<file path="src/hw/booth_pkg.sv">
//************************************************
// Shared types for the Booth sequential multiplier:
// controller state encoding and controller/datapath structs.
//************************************************

`default_nettype none

package booth_pkg;

  //************************************************
  // controller state
  //************************************************

  // idle waits for operands, run performs the Booth steps,
  // done holds the product until the sink takes it.
  typedef enum logic [1:0] {
    idle = 2'b00,
    run  = 2'b01,
    done = 2'b10
  } booth_state_e;

  //************************************************
  // controller to datapath
  //************************************************

  // one-hot style strobes, sampled by the datapath on the rising edge.
  typedef struct packed {
    logic load;        // capture operands and clear the running state.
    logic step;        // perform one recode, add and shift step.
    logic add_sel;     // step uses the multiplicand, otherwise shift only.
    logic sub;         // subtract the multiplicand instead of adding it.
    logic product_en;  // load the product register.
  } booth_ctrl_t;

  //************************************************
  // datapath to controller
  //************************************************

  // q0 and q_1 together form the Booth recoding pair.
  typedef struct packed {
    logic q0;          // current multiplier lsb.
    logic q_1;         // bit shifted out by the previous step.
    logic count_done;  // all steps have been taken.
  } booth_status_t;

endpackage : booth_pkg

`default_nettype wire

</file>
<file path="src/hw/booth_controller.sv">
//************************************************
// Control FSM of the Booth multiplier: operand handshake,
// step sequencing with recoding, product capture and output handshake.
//************************************************

`default_nettype none

module booth_controller (
  input  logic                     clk,
  input  logic                     rst,
  input  logic                     src_valid,
  input  logic                     dest_ready,
  input  booth_pkg::booth_status_t status,
  output logic                     src_ready,
  output logic                     dest_valid,
  output booth_pkg::booth_ctrl_t   ctrl
);

  import booth_pkg::*;

  booth_state_e state;
  booth_state_e state_next;

  //************************************************
  // state register
  //************************************************

  always_ff @(posedge clk or negedge rst) begin
    if (!rst) begin
      state <= idle;
    end else begin
      state <= state_next;
    end
  end

  //************************************************
  // next state and output decode
  //************************************************

  always_comb begin
    // defaults keep every output defined in every state.
    state_next = state;
    src_ready  = 1'b0;
    dest_valid = 1'b0;
    ctrl       = '0;

    case (state)
      idle: begin
        src_ready = 1'b1;
        // the datapath picks up the operands on the accepting edge.
        ctrl.load = src_valid;
        if (src_valid) begin
          state_next = run;
        end
      end

      run: begin
        if (status.count_done) begin
          // last cycle in run is a capture cycle, no step is taken.
          ctrl.product_en = 1'b1;
          state_next      = done;
        end else begin
          ctrl.step = 1'b1;
          // Booth radix-2 recoding of the current pair.
          case ({status.q0, status.q_1})
            2'b10: begin
              ctrl.add_sel = 1'b1;
              ctrl.sub     = 1'b1;
            end
            2'b01: begin
              ctrl.add_sel = 1'b1;
              ctrl.sub     = 1'b0;
            end
            default: begin
              // 00 and 11 are a pure shift.
              ctrl.add_sel = 1'b0;
              ctrl.sub     = 1'b0;
            end
          endcase
        end
      end

      done: begin
        // the product is held until the sink takes it.
        dest_valid = 1'b1;
        if (dest_ready) begin
          state_next = idle;
        end
      end

      default: begin
        state_next = idle;
      end
    endcase
  end

endmodule : booth_controller

`default_nettype wire

</file>
<file path="src/hw/booth_datapath.sv">
//************************************************
// Booth datapath: operand registers, accumulator add/subtract,
// arithmetic right shift, step counter and product register.
//************************************************

`default_nettype none

module booth_datapath #(
  parameter int WIDTH = 8
) (
  input  logic                          clk,
  input  logic                          rst,
  input  logic signed [WIDTH-1:0]       a_in,
  input  logic signed [WIDTH-1:0]       b_in,
  input  booth_pkg::booth_ctrl_t        ctrl,
  output booth_pkg::booth_status_t      status,
  output logic signed [2*WIDTH-1:0]     product
);

  import booth_pkg::*;

  localparam int CNT_W = $clog2(WIDTH + 1);

  typedef logic signed [WIDTH-1:0]   operand_t;
  typedef logic signed [WIDTH:0]     acc_t;
  typedef logic        [CNT_W-1:0]   count_t;
  typedef logic signed [2*WIDTH-1:0] product_t;

  localparam count_t STEPS = count_t'(WIDTH);

  operand_t multiplicand;
  operand_t q_reg;
  acc_t     acc;
  logic     q_hist;
  count_t   count;

  acc_t     m_ext;
  acc_t     acc_sum;
  acc_t     acc_shift;
  operand_t q_shift;

  //************************************************
  // add/subtract and shift
  //************************************************

  // the accumulator carries one guard bit, so the multiplicand is
  // sign extended before the add. this keeps the most negative
  // operand from overflowing.
  assign m_ext = {multiplicand[WIDTH-1], multiplicand};

  always_comb begin
    if (!ctrl.add_sel) begin
      acc_sum = acc;
    end else if (ctrl.sub) begin
      acc_sum = acc - m_ext;
    end else begin
      acc_sum = acc + m_ext;
    end
  end

  // {acc, q} shifts right by one as a single signed value.
  assign acc_shift = {acc_sum[WIDTH], acc_sum[WIDTH:1]};
  assign q_shift   = {acc_sum[0], q_reg[WIDTH-1:1]};

  //************************************************
  // operand and accumulator registers
  //************************************************

  always_ff @(posedge clk) begin
    if (ctrl.load) begin
      multiplicand <= a_in;
      q_reg        <= b_in;
      acc          <= '0;
      q_hist       <= 1'b0;
    end else if (ctrl.step) begin
      acc    <= acc_shift;
      q_reg  <= q_shift;
      // the bit leaving the multiplier becomes the history bit.
      q_hist <= q_reg[0];
    end
  end

  //************************************************
  // step counter and product register
  //************************************************

  always_ff @(posedge clk or negedge rst) begin
    if (!rst) begin
      count   <= '0;
      product <= '0;
    end else begin
      if (ctrl.load) begin
        count <= '0;
      end else if (ctrl.step) begin
        count <= count + count_t'(1);
      end
      if (ctrl.product_en) begin
        product <= product_t'({acc[WIDTH-1:0], q_reg});
      end
    end
  end

  // status back to the controller.
  assign status.q0         = q_reg[0];
  assign status.q_1        = q_hist;
  assign status.count_done = (count == STEPS);

endmodule : booth_datapath

`default_nettype wire

</file>
<file path="src/hw/booth_multiplier.sv">
//************************************************
// Top level of the signed Booth multiplier with
// valid/ready stream ports on input and output.
//************************************************

`default_nettype none

module booth_multiplier #(
  parameter int WIDTH = 8
) (
  input  logic                      clk,
  input  logic                      rst,
  input  logic signed [WIDTH-1:0]   a_in,
  input  logic signed [WIDTH-1:0]   b_in,
  input  logic                      src_valid,
  output logic                      src_ready,
  output logic signed [2*WIDTH-1:0] product,
  output logic                      dest_valid,
  input  logic                      dest_ready
);

  import booth_pkg::*;

  booth_ctrl_t   ctrl;
  booth_status_t status;

  // the FSM owns both handshakes.
  booth_controller booth_controller_i (
    .clk        (clk),
    .rst        (rst),
    .src_valid  (src_valid),
    .dest_ready (dest_ready),
    .status     (status),
    .src_ready  (src_ready),
    .dest_valid (dest_valid),
    .ctrl       (ctrl)
  );

  booth_datapath #(
    .WIDTH (WIDTH)
  ) booth_datapath_i (
    .clk     (clk),
    .rst     (rst),
    .a_in    (a_in),
    .b_in    (b_in),
    .ctrl    (ctrl),
    .status  (status),
    .product (product)
  );

endmodule : booth_multiplier

`default_nettype wire

</file>
<file path="config.mk">
export PLATFORM = sky130hd
export DESIGN_NAME = booth_multiplier
export DESIGN_NICKNAME = d
export VERILOG_FILES = /design/src/hw/booth_pkg.sv /design/src/hw/booth_controller.sv /design/src/hw/booth_datapath.sv /design/src/hw/booth_multiplier.sv
export SDC_FILE = /design/constraint.sdc
export NUM_CORES = 1
export LEC_CHECK = 0
export BUFFER_PORTS_ARGS = -buffer_cell sky130_fd_sc_hd__buf_4
export CAP_MARGIN = 0
export CELL_PAD_IN_SITES_DETAIL_PLACEMENT = 2
export CELL_PAD_IN_SITES_GLOBAL_PLACEMENT = 2
export CORE_MARGIN = 4
export CORE_UTILIZATION = 33
export CTS_CLUSTER_DIAMETER = 120
export DETAILED_ROUTE_END_ITERATION = 8
export PLACE_DENSITY = 0.86
export SLEW_MARGIN = 10
export SYNTH_ARGS = -nofsm -noshare
export SYNTH_HDL_FRONTEND = slang
export SYNTH_HIERARCHICAL = 1
export SYNTH_SLANG_ARGS = --single-unit
</file>
<file path="constraint.sdc">
create_clock -name clk -period 2.85 [get_ports clk]
set_input_delay 0 -clock clk [delete_from_list [all_inputs] [get_ports clk]]
set_output_delay 0 -clock clk [all_outputs]
set_load 0.05 [all_outputs]
</file>
* Yosys cells after proc, flatten, opt, wreduce, memory -nomap -nowiden
Cells that the tools add are included.
W data, S select, Z words.
** Word-level totals
- Flip-flop bits (word level) :: 47
- Word-level logic and storage cells :: 38
- Output and inout bits :: 18
- Bits of input ports :: 20
** Cells by class
- Mux-type cells :: 17
- Add/subtract/negate cells :: 3
- Equality and inequality tests :: 8
- Reduce and logical (&&, ||, !) cells :: 3
** Operators with widths (number)
- $mux W9 :: 2
- $mux W8 :: 2
- $mux W4 :: 3
- $add A8 B8 Y9 :: 1
- $sub A8 B8 Y9 :: 1
- $mux W2 :: 3
- $pmux W2 S3 :: 1
- $add A4 B1 Y4 const B :: 1
- $eq A2 B1 Y1 const B :: 2
- $eq A2 B2 Y1 const B :: 2
- $eq A4 B4 Y1 const B :: 1
- $mux W1 :: 4
- $ne A2 B2 Y1 const B :: 2
- $pmux W2 S2 :: 1
- $mux W3 :: 1
- $reduce_and A3 Y1 :: 1
- $logic_not A2 Y1 :: 1
- $ne A2 B1 Y1 const B :: 1
- $reduce_bool A2 Y1 :: 1

* Logic depth before layout (Yosys ltp)
Gate-level depths: netlist (run 1).
- Word-level depth :: 8
- Gate-level depth with buffers :: 14

* Modules after synthesis
The synthesis (run 1) kept the hierarchy.
** By module, submodules not included
- booth_datapath :: seq. area each 1161.1 µm², area an instance 2361.0 µm², cells each 212, instances 1
- booth_controller :: seq. area each 50.0 µm², area an instance 150.1 µm², cells each 18, instances 1

* Least setup slack after synthesis (run 1)
No wires, ideal clock.
- Kind :: reg2reg
- Start point :: register booth_datapath_i.count[0]
- End point :: register booth_datapath_i/acc[7] (netlist name)
- Required time :: 2.727 ns
- Setup slack :: -0.014 ns
- Arrival time :: 2.741 ns
- Clock period less this slack :: 2.864 ns
- Stages on the path, launching flop included :: 14
- Buffers on the path :: 1
- Cells stage by stage :: dfrtp_1 inv_1 ha_1 nand2_1 nor2_1 nor3b_2 buf_2 mux2_2 fa_1 nor2b_1 o31a_1 o21ai_1 mux2i_1 mux2_1
** RTL lines
- from (decl) :: line booth_datapath.sv:35 : count_t count;
- from (signal assigned) :: line booth_datapath.sv:95 : count <= count + count_t'(1);

==> results of run 1 <==
[cells in the final DEF, fill, tap and decap left out, types with 2 or more instances in the layout]
cell type / n
a211oi_1: 3
a211oi_2: 2
a21oi_1: 7
a21oi_2: 2
and2_1: 2
buf_4: 61
buf_6: 2
clkbuf_8: 5
dfrtp_1: 22
dfxtp_1: 9
dlygate4sd3_1: 16
edfxtp_1: 16
ha_1: 10
ha_2: 2
inv_1: 10
mux2_2: 23
mux2i_1: 5
nand2_1: 12
nand2b_1: 3
nor2_1: 22
nor2_2: 2
nor2b_1: 4
nor3_1: 6
nor3b_1: 2
o211ai_1: 4
o21a_1: 4
o21ai_0: 4
o21bai_1: 2
or3_1: 2
xnor2_1: 5
xnor2_2: 2
xor2_1: 2
[critical path, stage by stage (launching register included)]
cell,delay [ns]
dfrtp_1,0.37
inv_1,0.06
ha_2,0.17
nand2_2,0.08
nor2_4,0.05
nor3b_4,0.24
buf_6,0.14
nor2_2,0.03
xnor2_1,0.19
ha_1,0.30
nor2b_4,0.15
o31a_1,0.27
o21ai_2,0.18
mux2i_1,0.23
mux2_1,0.33
[stage by stage]
step / instances / setup WS [ns]
floorplan: 230 / 0.0395
global placement: 373 / 0.0997
detailed placement: 373 / -0.0960
CTS: 401 / 0.000299
global route: 406 / -0.197
finish: 406 / -0.0287
[final cells by class]
| class | instances | area (um2) | share of cell area [%] |
|---|---|---|---|
| Clock buffer | 5 | 68.8 | 2.00 |
| Clock inverter | 3 | 47.5 | 1.38 |
| Inverter | 11 | 41.3 | 1.20 |
| Multi-Input combinational cell | 161 | 1290 | 37.4 |
| Sequential cell | 47 | 1210 | 35.2 |
| Tap cell | 99 | 124 | 3.60 |
| Timing Repair Buffer | 80 | 661 | 19.2 |
[worst max path at each step]
stage	cells after the start	end	slack, ns
2_1_floorplan	13	booth_datapath_i/acc[7]$_SDFFE_PP0P_	0.04
3_3_place_gp	12	booth_datapath_i/acc[7]$_SDFFE_PP0P_	0.1
3_5_place_dp	14	booth_datapath_i/acc[7]$_SDFFE_PP0P_	-0.1
4_1_cts	14	booth_datapath_i/acc[7]$_SDFFE_PP0P_	0.0003
5_1_grt	14	booth_datapath_i/acc[7]$_SDFFE_PP0P_	-0.20
6_report	14	booth_datapath_i/acc[7]$_SDFFE_PP0P_	-0.03
[cell families after synthesis]
kind of cell,count (synthesis)
AND/OR/NAND/NOR,70
XOR/XNOR,9
buffers and inverters,22
flip-flops,47
adder cells (fa/ha/maj),13
AO/OA/AOI/OAI,39
multiplexers,30
[routing by layer]
layer | up-vias | GRT usage, % | wire length, um
met2 | 33 | 35.5 | 4850
met4 | 0 | 6.37 | 208
met5 | - | 0 | 0
met1 | 1082 | 22.5 | 3470
met3 | 15 | 2.84 | 170
li1 | 967 | - | -
[repair_timing]
action,CTS,global route
pin swaps,6,16
endpoints found under the setup margin,4,6
setup buffers,4,5
endpoints found under the hold margin,37,0
resized for setup,6,15
hold buffers,16,0
==> flow_summary.json, run 1 <==
{
  "status": "complete, but fails checks",
  "violations": "negative setup slack",
  "skew_ns": 0.0159,
  "fin_setup_tns_ns": -0.0287,
  "finalHoldWorstSlack_ns": 0.00662,
  "netlist_area_um2": 2510,
  "grt_util_all_layers_pct": 19.2,
  "dp_hpwl_mm": 5.43,
  "wl_mm": 8.69,
  "grt_overflow": 0,
  "end_kind": "flip-flop",
  "core_um2": 7330,
  "synth_top_family_by_area": "simple AND/OR/NAND/NOR gates",
  "cap_violations": 0,
  "clock_latency_ns": 0.32,
  "grt_max_degree": 24,
  "largest_reg_flops": 16,
  "reg2reg_from": "booth_datapath_i/count[0]$_DFFE_PN0P_",
  "cp-startpoint": "booth_datapath_i/count[0]$_DFFE_PN0P_",
  "nets": 339,
  "avgSynthCellArea_um2": 10.9,
  "synth-compound-area-share_pct": 10.4,
  "grt_setup_unrepaired": "true",
  "yosys.area_share.simple_pct": 14.5,
  "crit_type": "flip-flop to flip-flop",
  "crit_fanout": 2,
  "start_kind": "flip-flop",
  "cp.required_ns": 3.07,
  "syn_to_final_growth_pct": 37.1,
  "antenna_left": 0,
  "worst_slew_margin_rel_pct": 60.0,
  "worstHoldPathType": "input pin to flip-flop",
  "cts_sinks": 47,
  "synth_edf_count": 16,
  "max_freq_mhz": 347,
  "ys_seq_area_share_pct": 48.2,
  "avgViaCountPerCell": 5.17,
  "die_w_um": 95.2,
  "setup_viol": 1,
  "antenna_found_initial": 0,
  "min_to": "booth_datapath_i/q_reg[2]$_DFFE_PP_",
  "min_period_over_period_pct": 101,
  "netlist_top_cells_area": "dfrtp_1, edfxtp_1, mux2_2, dfxtp_1, ha_1",
  "post-route-cell-area_um2": 3440,
  "drv_slew": 0,
  "synth_seq_cells": 47,
  "synth-xor-area-share_pct": 3.14,
  "cts-buffers-inserted": 5,
  "drt-pass1-iter-count": 4,
  "grt_pass1_vias": 2354,
  "muxShareOfSynthArea_pct": 13.2,
  "portBuffers": 37,
  "synth_nets": 263,
  "netlist.area_leader.share_pct": 21.9,
  "boundaryPins": 38,
  "die_area_um2": 9070,
  "drive_gt1_share_pct": 38.1,
  "holdPathStages": 2,
  "yosysMostFrequentCell": "nor2_1",
  "synth.top_cells.by_count": "nor2_1, mux2_2, dfrtp_1",
  "num_antenna_cells": 0,
  "rrSetupSlack_ns": -0.03,
  "gp_congestion": 0.750,
  "grt_pass1_wl_mm": 13.0,
  "hold_start": "b_in[2]",
  "start_util_pct": 34.3,
  "final_util_pct": 47.0,
  "clk_pin_slew_worst_paths_ns": 0.11,
  "htreeDepth": 2,
  "wl_per_cell_um": 21.4,
  "synth_cell_type_count": 51,
  "synthCells": 230,
  "synthAdderAreaFrac_pct": 6.78,
  "worst_slack_ns": -0.0287,
  "largest-register": "booth_datapath_i/product",
  "tritoncts": "yes",
  "ys_warn_count": 6,
  "die_y_um": 95.2,
  "root_buffer": "clkbuf_8",
  "timing.rr.end": "booth_datapath_i/acc[7]$_SDFFE_PP0P_",
  "rows": 31,
  "clockBufferDepth": 2,
  "cp_data_arrival_time_ns": 3.10,
  "yosysTopAreaCell": "dfrtp_1",
  "r2r_cells": 14,
  "synth_ff_type": "dfrtp_1",
  "place_area_um2": 3000,
  "worst_pin_slew_ns": 0.600,
  "synthArstFlopShare_pct": 46.8,
  "drc_errors": 0,
  "drt-initial-drc-count": 131,
  "num-fill-cells": 738,
  "hold_viol_final": 0,
  "period_minus_slack_ns": 2.88,
  "via_count": 2097
}
Power of run 1 is not shown: default switching activity piles up to over one toggle a cycle in this logic, so the estimate is an artifact.
==> run 2: changes to the inputs <==
==> constraint.sdc (replaced) <==
create_clock -name clk -period 2.85 [get_ports clk]
set_input_delay 0.1425 -clock clk [delete_from_list [all_inputs] [get_ports clk]]
set_output_delay 0.1425 -clock clk [all_outputs]
set_load 0.05 [all_outputs]
==> run 2 against run 1 <==
Net effect: the run now ends clean; die area did not move; final area fell by 1.1%; non-clock buffer count fell by 8; register-to-register slack improved by 0.08 ns; clock skew rose by 0.0066 ns; sequential share of layout area rose by 0.40 points; core utilization fell by 0.53 points; routed wire length fell by 3.4%; largest cell class unchanged; critical path depth did not move; worst hold slack improved by 0.0058 ns; maximum frequency rose by 2.8%; critical path type unchanged.
==> flow_summary.json, run 2 (synthesis results as in run 1) <==
{
  "hold_viol_final": 0,
  "clock_latency_ns": 0.33,
  "clockBufferDepth": 2,
  "clk_pin_slew_worst_paths_ns": 0.12,
  "drv_slew": 0,
  "min_period_over_period_pct": 98.2,
  "cp.required_ns": 3.08,
  "stdcell_count": 398,
  "start_util_pct": 34.3,
  "final_common_cell": "buf_4",
  "fin_setup_tns_ns": 0,
  "skew_ns": 0.0224,
  "core_um2": 7330,
  "die_y_um": 95.2,
  "via_count": 2051,
  "placed_cells": 373,
  "grt_util_all_layers_pct": 18.3,
  "drt-pass1-iter-count": 4,
  "largest-register": "booth_datapath_i/product",
  "rows": 31,
  "tritoncts": "yes",
  "die_area_um2": 9070,
  "final_cell_mix": "buf_4, mux2_2, nor2_1, dfrtp_1, edfxtp_1",
  "crit_type": "flip-flop to flip-flop",
  "portBuffers": 37,
  "die_w_um": 95.2,
  "grt_setup_unrepaired": "true",
  "wl_per_cell_um": 21.1,
  "antenna_found_initial": 0,
  "nets": 331,
  "start_kind": "flip-flop",
  "cp_data_arrival_time_ns": 3.03,
  "cts_sinks": 47,
  "wl_mm": 8.40,
  "cap_violations": 0,
  "dp_hpwl_mm": 5.43,
  "boundaryPins": 38,
  "grt_overflow": 0,
  "gp_congestion": 0.750,
  "crit_fanout": 3,
  "end_kind": "flip-flop",
  "grt_max_degree": 24,
  "period_minus_slack_ns": 2.80,
  "antenna_left": 0,
  "root_buffer": "clkbuf_8",
  "cts-buffers-inserted": 5,
  "grt_pass1_wl_mm": 12.4,
  "num-fill-cells": 735,
  "drc_errors": 0,
  "worst_pin_slew_ns": 0.622,
  "seq_area_um2": 1210,
  "multi_input_area_um2": 1330,
  "grt_pass1_vias": 2274,
  "avgViaCountPerCell": 5.15,
  "drt-initial-drc-count": 81,
  "drive_gt1_share_pct": 40.8,
  "status": "finished, final reports clean",
  "max_freq_mhz": 357,
  "rrSetupSlack_ns": 0.05,
  "syn_to_final_growth_pct": 35.5,
  "largest_reg_flops": 16,
  "worst_slew_margin_rel_pct": 58.5,
  "setup_viol": 0,
  "worstHoldPathType": "input pin to flip-flop",
  "htreeDepth": 2,
  "num_antenna_cells": 0
}
-- run 2: path summary, 6_finish.rpt --
check	startpoint	cells after the start	to
max	booth_datapath_i/count[0]$_DFFE_PN0P_	14	booth_datapath_i/acc[7]$_SDFFE_PP0P_
min	a_in[2]	1	booth_datapath_i/multiplicand[2]$_DFFE_PP_
max reg2reg	booth_datapath_i/count[0]$_DFFE_PN0P_	14	booth_datapath_i/acc[7]$_SDFFE_PP0P_
min reg2reg	booth_datapath_i/product[12]$_DFFE_PN0P_	1	booth_datapath_i/product[12]$_DFFE_PN0P_
max in group asynchronous	rst	2	booth_controller_i/state[0]$_DFFE_PN0P_
min in group asynchronous	rst	2	booth_datapath_i/product[11]$_DFFE_PN0P_
-- run 2: layer usage --
metal | global-route usage [%] | vias to the layer above | wire length (um)
li1 | - | 953 | -
met1 | 21.4 | 1056 | 3350
met2 | 33.8 | 28 | 4660
met3 | 2.84 | 14 | 184
met4 | 6.37 | 0 | 203
met5 | 0 | - | 0
-- run 2: repair_timing --
action	4_1_cts	5_1_grt
pin swaps	6	16
endpoints found under the hold margin	25	3
setup buffers	4	6
hold buffers	4	3
endpoints found under the setup margin	4	6
resized for setup	6	23
-- run 2: critical path, cell delays in order, from the launching register on --
cell and delay (ns):
dfrtp_1 0.37, inv_1 0.06, ha_2 0.17, nand2_2 0.07, nor2_4 0.04, nor3b_4 0.24, buf_6 0.16, nor2_1 0.07
xnor2_1 0.21, ha_1 0.29, o21a_1 0.19, o31a_1 0.14, o21ai_2 0.16, mux2i_1 0.22, mux2_1 0.33
-- run 2: per-stage QoR --
step	util, %	area, um2	setup slack (ns)	hold WS [ns]
floorplan	-	2520	0.0395	-0.153
global placement	40.9	3000	0.0997	0.0547
detailed placement	40.9	3000	-0.0960	0.0609
CTS	43.9	3220	0.000299	0.00410
global route	46.4	3400	-0.136	-0.000903
finish	46.4	3400	0.0511	0.0124
-- run 2: cell type report --
cell class	instances	share of cell area (%)
multi-input cells	161	39.2
flip-flops and latches	47	35.6
repair buffers	72	17.0
well taps	99	3.64
clock buffers	5	2.02
clock inverters	3	1.40
inverters	11	1.21
Power of run 2 is left out for the same reason.
